File: config.mk
export PLATFORM = sky130hd
export DESIGN_NAME = evict_top
export DESIGN_NICKNAME = d
export VERILOG_FILES = /design/src/hw/ev_pkg.sv /design/src/hw/array_rd_ctl.sv /design/src/hw/dword_select.sv /design/src/hw/evict_ecc_stage.sv /design/src/hw/evict_top.sv /design/src/hw/secded39_check.sv
export VERILOG_INCLUDE_DIRS = /design/src /design/src/hw
export SDC_FILE = /design/constraint.sdc
export NUM_CORES = 1
export LEC_CHECK = 0
export ABC_AREA = 0
export ABC_CLOCK_PERIOD_IN_PS = 17360
export BUFFER_PORTS_ARGS = -buffer_cell sky130_fd_sc_hd__buf_4
export CORE_AREA = 2 2 525 527
export CTS_CLUSTER_DIAMETER = 150
export DETAILED_ROUTE_END_ITERATION = 10
export DIE_AREA = 0 0 527 529
export GPL_TIMING_DRIVEN = 0
export PLACE_DENSITY_LB_ADDON = 0.25
export SKIP_CTS_REPAIR_TIMING = 1
export SLEW_MARGIN = 20
export SYNTH_ARGS = -nofsm -noshare
export SYNTH_HDL_FRONTEND = slang
export SYNTH_SLANG_ARGS = --single-unit
File: constraint.sdc
create_clock -name rclk -period 17.36 [get_ports rclk]
set_clock_uncertainty 0.05 [all_clocks]
set_input_delay 1.736 -clock rclk [delete_from_list [all_inputs] [get_ports rclk]]
set_output_delay 1.736 -clock rclk [all_outputs]
set_load 0.01 [all_outputs]
File: src/hw/ev_consts.svh
// Width and count macros for the eviction read path
// Line, dword and ECC word geometry, DRAM data width and wordline widths

`ifndef EV_CONSTS_SVH
`define EV_CONSTS_SVH

// Array line and its dword split
`define EV_LINE_W    624
`define EV_DWORDS    8
`define EV_DWORD_W   78

// One SECDED word is 32 data bits over 7 check bits
`define EV_ECCW_W    39
`define EV_DATA_W    32
`define EV_CHK_W     7

`define EV_OUT_W     64

// Array wordline widths
`define EV_WB_WL_W   3
`define EV_DMA_WL_W  2

`endif

File: src/hw/ev_pkg.sv
// Shared types for the eviction read path
// Vector typedefs for lines, dwords, ECC words and wordlines
// Packed structs handed from r4 to the ECC stage and from r5 to the ports

`include "ev_consts.svh"

package ev_pkg;

   typedef logic [`EV_LINE_W-1:0]   line_t;
   typedef logic [`EV_DWORD_W-1:0]  dword_t;
   typedef logic [`EV_ECCW_W-1:0]   eccword_t;
   typedef logic [`EV_DATA_W-1:0]   data32_t;
   typedef logic [`EV_OUT_W-1:0]    dram_data_t;
   typedef logic [$clog2(`EV_DWORDS)-1:0] dword_idx_t;
   typedef logic [`EV_WB_WL_W-1:0]  wb_wl_t;
   typedef logic [`EV_DMA_WL_W-1:0] dma_wl_t;

   // Selected dword on its way into the ECC check
   typedef struct packed {
      logic   valid;
      logic   suppress;
      dword_t dword;
   } ev_r4_t;

   // Registered eviction result driven to DRAM and the tag side
   typedef struct packed {
      dram_data_t data;
      logic       valid;
      logic       mecc;
      logic       uerr;
      logic       cerr;
   } ev_out_t;

endpackage

File: src/hw/array_rd_ctl.sv
// Array read control for the write-back and DMA arrays
// Registers read enables and wordlines to r1, carries enables to r2,
// captures the selected array line at r3 and delays the DMA enable to r3

`timescale 1ns/1ps

module array_rd_ctl
   import ev_pkg::*;
(
   input  logic    rclk,
   input  logic    arst_n,
   input  logic    wbrd_en_r0,
   input  wb_wl_t  wbrd_wl_r0,
   input  logic    dma_rden_r0,
   input  dma_wl_t dma_rdwl_r0,
   input  line_t   wb_array_dout,
   input  line_t   dma_array_dout,
   output logic    wbrd_en_r1,
   output wb_wl_t  wbrd_wl_r1,
   output logic    dma_rden_r1,
   output dma_wl_t dma_rdwl_r1,
   output line_t   line_r3,
   output logic    dma_rden_r3
);

   logic  wbrd_en_r2;
   logic  dma_rden_r2;
   logic  line_load;
   line_t line_mux;

   //////////////////////////////////////////////////////////////////////
   // Read controls to the arrays and their r2/r3 copies
   //////////////////////////////////////////////////////////////////////
   always_ff @(posedge rclk or negedge arst_n) begin
      if (!arst_n) begin
         wbrd_en_r1  <= 1'b0;
         wbrd_wl_r1  <= '0;
         dma_rden_r1 <= 1'b0;
         dma_rdwl_r1 <= '0;
         wbrd_en_r2  <= 1'b0;
         dma_rden_r2 <= 1'b0;
         dma_rden_r3 <= 1'b0;
      end else begin
         wbrd_en_r1  <= wbrd_en_r0;
         wbrd_wl_r1  <= wbrd_wl_r0;
         dma_rden_r1 <= dma_rden_r0;
         dma_rdwl_r1 <= dma_rdwl_r0;
         wbrd_en_r2  <= wbrd_en_r1;
         dma_rden_r2 <= dma_rden_r1;
         dma_rden_r3 <= dma_rden_r2;
      end
   end

   //////////////////////////////////////////////////////////////////////
   // Line capture
   //////////////////////////////////////////////////////////////////////

   // Write-back read wins when both arrays are read in the same cycle
   assign line_load = wbrd_en_r2 | dma_rden_r2;
   assign line_mux  = wbrd_en_r2 ? wb_array_dout : dma_array_dout;

   always_ff @(posedge rclk) begin
      if (line_load) begin
         line_r3 <= line_mux;
      end
   end

endmodule

File: src/hw/dword_select.sv
// Eviction control and dword selection
// Delays the evict strobe and dword index to r3, picks one dword of the
// captured line, tracks the DMA error qualifier and registers the r4 item

`timescale 1ns/1ps
`include "ev_consts.svh"

module dword_select
   import ev_pkg::*;
(
   input  logic       rclk,
   input  logic       arst_n,
   input  logic       evict_en_r0,
   input  dword_idx_t ev_dword_r0,
   input  line_t      line_r3,
   input  logic       dma_rden_r3,
   output ev_r4_t     ev_r4
);

   logic       evict_en_r1;
   logic       evict_en_r2;
   logic       evict_en_r3;
   dword_idx_t ev_dword_r1;
   dword_idx_t ev_dword_r2;
   dword_idx_t ev_dword_r3;
   dword_idx_t seg_idx;
   dword_t     dword_r3;
   logic       error_qual;
   logic       error_qual_in;
   logic       valid_r4;
   dword_t     dword_r4;

   always_ff @(posedge rclk or negedge arst_n) begin
      if (!arst_n) begin
         evict_en_r1 <= 1'b0;
         evict_en_r2 <= 1'b0;
         evict_en_r3 <= 1'b0;
      end else begin
         evict_en_r1 <= evict_en_r0;
         evict_en_r2 <= evict_en_r1;
         evict_en_r3 <= evict_en_r2;
      end
   end

   always_ff @(posedge rclk) begin
      ev_dword_r1 <= ev_dword_r0;
      ev_dword_r2 <= ev_dword_r1;
      ev_dword_r3 <= ev_dword_r2;
   end

   // Dword 0 lives in the top segment of the line
   assign seg_idx  = dword_idx_t'(`EV_DWORDS - 1) - ev_dword_r3;
   assign dword_r3 = line_r3[seg_idx * `EV_DWORD_W +: `EV_DWORD_W];

   //////////////////////////////////////////////////////////////////////
   // Error qualifier
   //////////////////////////////////////////////////////////////////////

   // A DMA read arms the qualifier and it stays armed across back to back
   // evictions, so the qualifier register itself is the r4 suppress bit
   assign error_qual_in = dma_rden_r3 | (error_qual & evict_en_r3);

   always_ff @(posedge rclk or negedge arst_n) begin
      if (!arst_n) begin
         error_qual <= 1'b0;
         valid_r4   <= 1'b0;
      end else begin
         error_qual <= error_qual_in;
         valid_r4   <= evict_en_r3;
      end
   end

   always_ff @(posedge rclk) begin
      if (evict_en_r3) begin
         dword_r4 <= dword_r3;
      end
   end

   assign ev_r4.valid    = valid_r4;
   assign ev_r4.suppress = error_qual;
   assign ev_r4.dword    = dword_r4;

endmodule

File: src/hw/evict_ecc_stage.sv
// ECC stage of the eviction path
// Checks both words of the r4 dword, builds the qualified and unqualified
// error flags and registers data, valid and flags to r5

`timescale 1ns/1ps
`include "ev_consts.svh"

module evict_ecc_stage
   import ev_pkg::*;
(
   input  logic    rclk,
   input  logic    arst_n,
   input  ev_r4_t  ev_r4,
   output ev_out_t ev_out
);

   data32_t    data_lo;
   data32_t    data_hi;
   logic       corr_lo;
   logic       corr_hi;
   logic       uncorr_lo;
   logic       uncorr_hi;
   logic       mecc_r4;
   logic       uerr_r4;
   logic       cerr_r4;
   dram_data_t data_r5;
   logic       valid_r5;
   logic       mecc_r5;
   logic       uerr_r5;
   logic       cerr_r5;

   // Word 0 sits in the low half of the dword and gives output bits 31:0
   secded39_check u_check_lo (
      .word       (ev_r4.dword[`EV_ECCW_W-1:0]),
      .data       (data_lo),
      .corr_err   (corr_lo),
      .uncorr_err (uncorr_lo)
   );

   secded39_check u_check_hi (
      .word       (ev_r4.dword[`EV_DWORD_W-1:`EV_ECCW_W]),
      .data       (data_hi),
      .corr_err   (corr_hi),
      .uncorr_err (uncorr_hi)
   );

   // mecc goes to DRAM whatever the qualifier says
   assign mecc_r4 = ev_r4.valid & (uncorr_lo | uncorr_hi);
   assign uerr_r4 = ev_r4.valid & ~ev_r4.suppress & (uncorr_lo | uncorr_hi);
   assign cerr_r4 = ev_r4.valid & ~ev_r4.suppress & (corr_lo | corr_hi);

   always_ff @(posedge rclk or negedge arst_n) begin
      if (!arst_n) begin
         valid_r5 <= 1'b0;
         mecc_r5  <= 1'b0;
         uerr_r5  <= 1'b0;
         cerr_r5  <= 1'b0;
      end else begin
         valid_r5 <= ev_r4.valid;
         mecc_r5  <= mecc_r4;
         uerr_r5  <= uerr_r4;
         cerr_r5  <= cerr_r4;
      end
   end

   always_ff @(posedge rclk) begin
      data_r5 <= {data_hi, data_lo};
   end

   assign ev_out.data  = data_r5;
   assign ev_out.valid = valid_r5;
   assign ev_out.mecc  = mecc_r5;
   assign ev_out.uerr  = uerr_r5;
   assign ev_out.cerr  = cerr_r5;

endmodule

File: src/hw/evict_top.sv
// Eviction read path top level
// Array read control, dword select and ECC stage, with the r5 result
// unpacked onto the DRAM and error ports

`timescale 1ns/1ps

module evict_top
   import ev_pkg::*;
(
   input  logic       rclk,
   input  logic       arst_n,
   input  logic       wbrd_en_r0,
   input  wb_wl_t     wbrd_wl_r0,
   input  logic       dma_rden_r0,
   input  dma_wl_t    dma_rdwl_r0,
   input  logic       evict_en_r0,
   input  dword_idx_t ev_dword_r0,
   input  line_t      wb_array_dout,
   input  line_t      dma_array_dout,
   output logic       wbrd_en_r1,
   output wb_wl_t     wbrd_wl_r1,
   output logic       dma_rden_r1,
   output dma_wl_t    dma_rdwl_r1,
   output dram_data_t dram_wr_data_r5,
   output logic       dram_data_vld_r5,
   output logic       dram_data_mecc_r5,
   output logic       ev_uerr_r5,
   output logic       ev_cerr_r5
);

   line_t   line_r3;
   logic    dma_rden_r3;
   ev_r4_t  ev_r4;
   ev_out_t ev_out;

   array_rd_ctl u_array_rd_ctl (
      .rclk           (rclk),
      .arst_n         (arst_n),
      .wbrd_en_r0     (wbrd_en_r0),
      .wbrd_wl_r0     (wbrd_wl_r0),
      .dma_rden_r0    (dma_rden_r0),
      .dma_rdwl_r0    (dma_rdwl_r0),
      .wb_array_dout  (wb_array_dout),
      .dma_array_dout (dma_array_dout),
      .wbrd_en_r1     (wbrd_en_r1),
      .wbrd_wl_r1     (wbrd_wl_r1),
      .dma_rden_r1    (dma_rden_r1),
      .dma_rdwl_r1    (dma_rdwl_r1),
      .line_r3        (line_r3),
      .dma_rden_r3    (dma_rden_r3)
   );

   dword_select u_dword_select (
      .rclk        (rclk),
      .arst_n      (arst_n),
      .evict_en_r0 (evict_en_r0),
      .ev_dword_r0 (ev_dword_r0),
      .line_r3     (line_r3),
      .dma_rden_r3 (dma_rden_r3),
      .ev_r4       (ev_r4)
   );

   evict_ecc_stage u_evict_ecc_stage (
      .rclk   (rclk),
      .arst_n (arst_n),
      .ev_r4  (ev_r4),
      .ev_out (ev_out)
   );

   assign dram_wr_data_r5   = ev_out.data;
   assign dram_data_vld_r5  = ev_out.valid;
   assign dram_data_mecc_r5 = ev_out.mecc;
   assign ev_uerr_r5        = ev_out.uerr;
   assign ev_cerr_r5        = ev_out.cerr;

endmodule

File: src/hw/secded39_check.sv
// SECDED check of one 39-bit word
// Syndrome and overall parity, single data bit correction and the
// correctable and uncorrectable flags

`timescale 1ns/1ps
`include "ev_consts.svh"

module secded39_check
   import ev_pkg::*;
(
   input  eccword_t word,
   output data32_t  data,
   output logic     corr_err,
   output logic     uncorr_err
);

   localparam int SYN_W = `EV_CHK_W - 1;

   logic [SYN_W-1:0] syndrome;
   logic             parity_err;
   data32_t          raw_data;

   // Hamming position of data bit idx, skipping the power of two slots
   function automatic logic [SYN_W-1:0] data_pos(input int idx);
      int               cnt;
      logic [SYN_W-1:0] pos;
      cnt = 0;
      pos = '0;
      for (int p = 3; p < `EV_ECCW_W; p++) begin
         if ((p & (p - 1)) != 0) begin
            if (cnt == idx) pos = SYN_W'(p);
            cnt++;
         end
      end
      return pos;
   endfunction

   assign raw_data   = word[`EV_ECCW_W-1:`EV_CHK_W];
   // Check bit 6 covers the other 38 bits, so the full word has even parity
   assign parity_err = ^word;

   always_comb begin
      syndrome = '0;
      for (int c = 0; c < SYN_W; c++) begin
         if (word[c]) syndrome ^= SYN_W'(1 << c);
      end
      for (int i = 0; i < `EV_DATA_W; i++) begin
         if (raw_data[i]) syndrome ^= data_pos(i);
      end
   end

   always_comb begin
      for (int i = 0; i < `EV_DATA_W; i++) begin
         data[i] = raw_data[i] ^ (parity_err && (syndrome == data_pos(i)));
      end
   end

   assign corr_err   = parity_err;
   assign uncorr_err = (syndrome != '0) && !parity_err;

endmodule

==> impl_table.tex <==
\begin{tabular}{lr}
\hline
Metric & Value \\
\hline
\multicolumn{2}{l}{\textbf{Outcome}} \\
Outcome & finished, final reports clean \\
\multicolumn{2}{l}{\textbf{Clock tree}} \\
Maximum root-to-sink buffer count & 3 \\
H-tree depth & 3 \\
Total CTS buffers & 104 \\
TritonCTS clock tree & done \\
Clock input transition at the sequential cells of the worst setup and hold paths & 0.06 ns \\
Sinks on the clock net & 794 \\
Root buffer selected by CTS & sky130\_fd\_sc\_hd\_\_clkbuf\_16 \\
Clk\_lat worst skew & 0.78 ns \\
\multicolumn{2}{l}{\textbf{Yosys}} \\
Xor-xnor portion of the synthesized cell area & 5.63\% \\
Largest family of logic cells by synthesized area & multiplexers \\
Count of flip-flops with a built-in enable after synthesis & 702 \\
Cell area after technology mapping & 37700 µm² \\
Multiplexer share of the synthesized area & 30.4\% \\
FF+latch count, synth & 794 \\
Ys flop type & sky130\_fd\_sc\_hd\_\_edfxtp\_1 \\
Fraction of registers with async set or reset after synthesis & 2.39\% \\
Post-synthesis share of cell area spent on and, or, nand and nor gates & 1.56\% \\
Sequential element share of the synthesized area & 61.1\% \\
Yosys synthesis warning count & 0 \\
Netlist cell types & 44 \\
Area fraction in compound gates after synthesis & 0.110\% \\
Synth Instances & 2079 \\
Post-Syn Nets & 3340 \\
Adder-Cell Fraction of Synth Area & 0\% \\
Mean cell area of the mapped netlist & 18.1 µm² \\
\multicolumn{2}{l}{\textbf{Pwr}} \\
VDD IR-drop max & 0.0954 mV \\
Static leakage & 0.0220 µW \\
Relative contribution of sequential cells to total power & 37.5\% \\
Cell-internal power & 4340 µW \\
Share of power burned in the clock network & 33.6\% \\
Sw Share & 33.1\% \\
Power per standard cell area & 113 nW/µm² \\
Comb power frac & 28.9\% \\
Net switching power & 2150 µW \\
\multicolumn{2}{l}{\textbf{Final layout}} \\
Number of filler instances in the final layout & 29200 \\
Fraction of layout instances using a drive strength above 1 & 68.3\% \\
Final net count & 4847 \\
Number of non-filler instances in the completed layout & 7332 \\
Post-route standard cell area excluding fillers & 57500 µm² \\
Area growth from synthesis to final layout & 52.6\% \\
\multicolumn{2}{l}{\textbf{STA}} \\
Number of endpoints failing setup at the final stage & 0 \\
Crit path setup slack, layout & 12.39 ns \\
Pins Over Slew Limit & 0 \\
Unrepaired setup endpoints after global routing & no \\
Shortest clock period the worst path allows after layout & 4.97 ns \\
Worst slew pin tran & 1.16 ns \\
Achievable Freq & 201 MHz \\
Final worst path period share & 28.6\% \\
Hold Violations, Final & 0 \\
Worst slew margin relative to its limit & 22.5\% \\
\multicolumn{2}{l}{\textbf{Placement}} \\
Port Buf Inserts & 1335 \\
HPWL after detailed placement & 280000 µm \\
Placement-stage cell area & 54000 µm² \\
Placed cell count & 7069 \\
Final estimated routing congestion in global placement & 0.881 \\
Pre-CTS WS & 12.41 ns \\
\multicolumn{2}{l}{\textbf{Die}} \\
Die ar. & 279000 µm² \\
Core area & 273000 µm² \\
Number of placed I/O pins & 1336 \\
Overall die height & 529 µm \\
Rows & 192 \\
Width of the die & 527 µm \\
Initial standard-cell utilization of the core & 13.8\% \\
\multicolumn{2}{l}{\textbf{Setup path}} \\
Element type at the critical path end & flip-flop \\
Required time of the worst setup path & 17.77 ns \\
Most repeated library cell on the critical path & sky130\_fd\_sc\_hd\_\_buf\_16 \\
Peak per-stage delay on the critical path & 0.67 ns \\
End of the critical path & u\_array\_rd\_ctl.line\_r3[357] \\
CP Cell Sequence & clkbuf\_1, clkbuf\_1, clkbuf\_4, clkbuf\_4, buf\_16, or2\_4, buf\_16, buf\_16, buf\_16, buf\_12 \\
Count of buffering cells on the critical path with inverters included & 9 \\
Cell depth of the worst setup path & 10 \\
Library cell contributing the largest single delay on the critical path & sky130\_fd\_sc\_hd\_\_clkbuf\_4 \\
Reg-to-reg slack, setup & 12.39 ns \\
Largest delay contributor family on the critical path & buffers and inverters \\
Worst endpoint data arrival time & 5.38 ns \\
R2R Path Start & u\_array\_rd\_ctl.wbrd\_en\_r2 \\
Endpoint of the lowest-slack register-to-register path & u\_array\_rd\_ctl.line\_r3[357] \\
Crit path launch type & flip-flop \\
Largest fanout on the critical path & 51 \\
Count of cells along the worst register-to-register path & 10 \\
Crit path launch & u\_array\_rd\_ctl.wbrd\_en\_r2 \\
Crit Path Category & flip-flop to flip-flop \\
\multicolumn{2}{l}{\textbf{Global routing}} \\
GRT Overall Usage & 23.1\% \\
Vias in the first global route & 29100 \\
Largest net degree at the start of global routing & 52 \\
Initial antenna violation count & 353 \\
Global-route wire length before repair & 392000 µm \\
Aggregate global routing overflow & 0 \\
\multicolumn{2}{l}{\textbf{Route}} \\
Aggregate routed wire length & 331000 µm \\
Drt first pass iters & 5 \\
Via total after detailed routing & 28700 \\
Vias per std cell & 3.92 \\
Residual DRC & 0 \\
Final antenna-violating net count & 0 \\
Drt wl/cell & 45.2 µm \\
First-iteration detailed-routing DRC count & 2472 \\
\multicolumn{2}{l}{\textbf{Min path}} \\
Hold wc startpoint & u\_dword\_select.ev\_dword\_r2[1] \\
Path type of the worst min-delay path & flip-flop to flip-flop \\
\multicolumn{2}{l}{\textbf{Run}} \\
Maximum capacitance violations & 0 \\
\hline
\end{tabular}
[area by class of cell]
type | count | area (µm²) | area share [%]
flip-flops and latches | 794 | 23000 | 40.1
multi-input cells | 1167 | 14200 | 24.7
repair buffers | 1401 | 11600 | 20.2
well taps | 3589 | 4490 | 7.81
clock buffers | 131 | 2800 | 4.87
plain buffers | 118 | 672 | 1.17
clock inverters | 60 | 513 | 0.892
diodes | 72 | 180 | 0.313
[worst min path at each step]
stage,cells past startpoint,end,slack (ns)
after global placement,0,u_dword_select.ev_dword_r3[1],0.27
after CTS,0,u_dword_select.ev_dword_r3[1],0.28
final,0,u_dword_select.ev_dword_r3[1],0.28
after floorplan,0,u_dword_select.ev_dword_r2[0],0.26
after global routing,0,u_dword_select.ev_dword_r3[0],0.28
after detailed placement,0,u_dword_select.ev_dword_r3[1],0.26
[stage by stage]
| step | power [µW] | utilization [%] | TNS [ns] | hold WS [ns] |
|---|---|---|---|---|
| floorplan | 3390 | - | 0 | 0.260 |
| global placement | 4360 | 19.1 | -663.20 | 0.267 |
| detailed placement | 4370 | 19.8 | 0 | 0.262 |
| CTS | 6600 | 21.0 | 0 | 0.276 |
| global route | 6750 | 21.0 | 0 | 0.283 |
| finish | 6500 | 21.1 | 0 | 0.276 |
[synth_stat cells (6+ instances only)]
| library cell | count | area (µm²) |
|---|---|---|
| sky130_fd_sc_hd__xnor2_1 | 109 | 955 |
| sky130_fd_sc_hd__dfrtp_1 | 19 | 475 |
| sky130_fd_sc_hd__buf_1 | 18 | 67.6 |
| sky130_fd_sc_hd__xnor3_1 | 23 | 518 |
| sky130_fd_sc_hd__xor2_1 | 53 | 464 |
| sky130_fd_sc_hd__edfxtp_1 | 702 | 21100 |
| sky130_fd_sc_hd__mux2_2 | 702 | 7910 |
| sky130_fd_sc_hd__nor3_1 | 21 | 105 |
| sky130_fd_sc_hd__mux4_2 | 156 | 3510 |
| sky130_fd_sc_hd__clkbuf_1 | 97 | 364 |
| sky130_fd_sc_hd__dfxtp_1 | 73 | 1460 |
| sky130_fd_sc_hd__nand2_1 | 15 | 56.3 |
| sky130_fd_sc_hd__nor2_1 | 14 | 52.6 |
| sky130_fd_sc_hd__nor3b_1 | 6 | 45.0 |
| sky130_fd_sc_hd__nand3_1 | 20 | 100 |
[layout by cell type, fill, tap and decap left out, drive strengths merged, types with 4 or more instances in the layout]
cell,Yosys,final
clkinv,0,47
inv,0,4
dfxtp,73,73
bufinv,0,5
nor3,22,22
dfrtp,19,19
mux4,156,156
nand2b,5,5
edfxtp,702,702
nand2,15,15
nand3,20,20
xor3,6,6
clkbuf,97,228
clkinvlp,0,4
xnor3,24,24
buf,21,1422
xor2,54,54
nor3b,6,6
diode,0,72
xnor2,109,109
nor2,14,14
nor4,5,5
mux2,703,703
nand3b,4,4
[registers in the layout, indices dropped and copies added (netlist names), 2 cells and up]
register                    count
u_dword_select.dword_r4        78
u_dword_select.ev_dword_r1      3
u_dword_select.ev_dword_r2      3
u_array_rd_ctl.dma_rdwl_r1      2
u_array_rd_ctl.wbrd_wl_r1       3
u_array_rd_ctl.line_r3        624
u_dword_select.ev_dword_r3      3
u_evict_ecc_stage.data_r5      64
[power groups by stage]
stage | combinational (µW) | sequential, µW | clock (µW)
finish | 1880 | 2440 | 2180
global route | 1990 | 2450 | 2310
CTS | 1900 | 2440 | 2260
detailed placement | 1890 | 2480 | 0
global placement | 1850 | 2520 | 0
floorplan | 937 | 2450 | 0
[per-layer routing]
metal  global-route usage, %  share of wire (%)  up-vias
li1                        -                  -    11400
met1                    28.4                 41    14600
met2                    35.8                 45     1956
met3                    9.87                 10      587
met4                    7.90                3.4      168
met5                       0               0.39        -
[cell families after synthesis]
family	Yosys count
multiplexers	861
XOR/XNOR	193
flip-flops	794
AND/OR/NAND/NOR	107
buffers and inverters	118
AO/OA/AOI/OAI	6
Power figures use the tool's default switching activity.
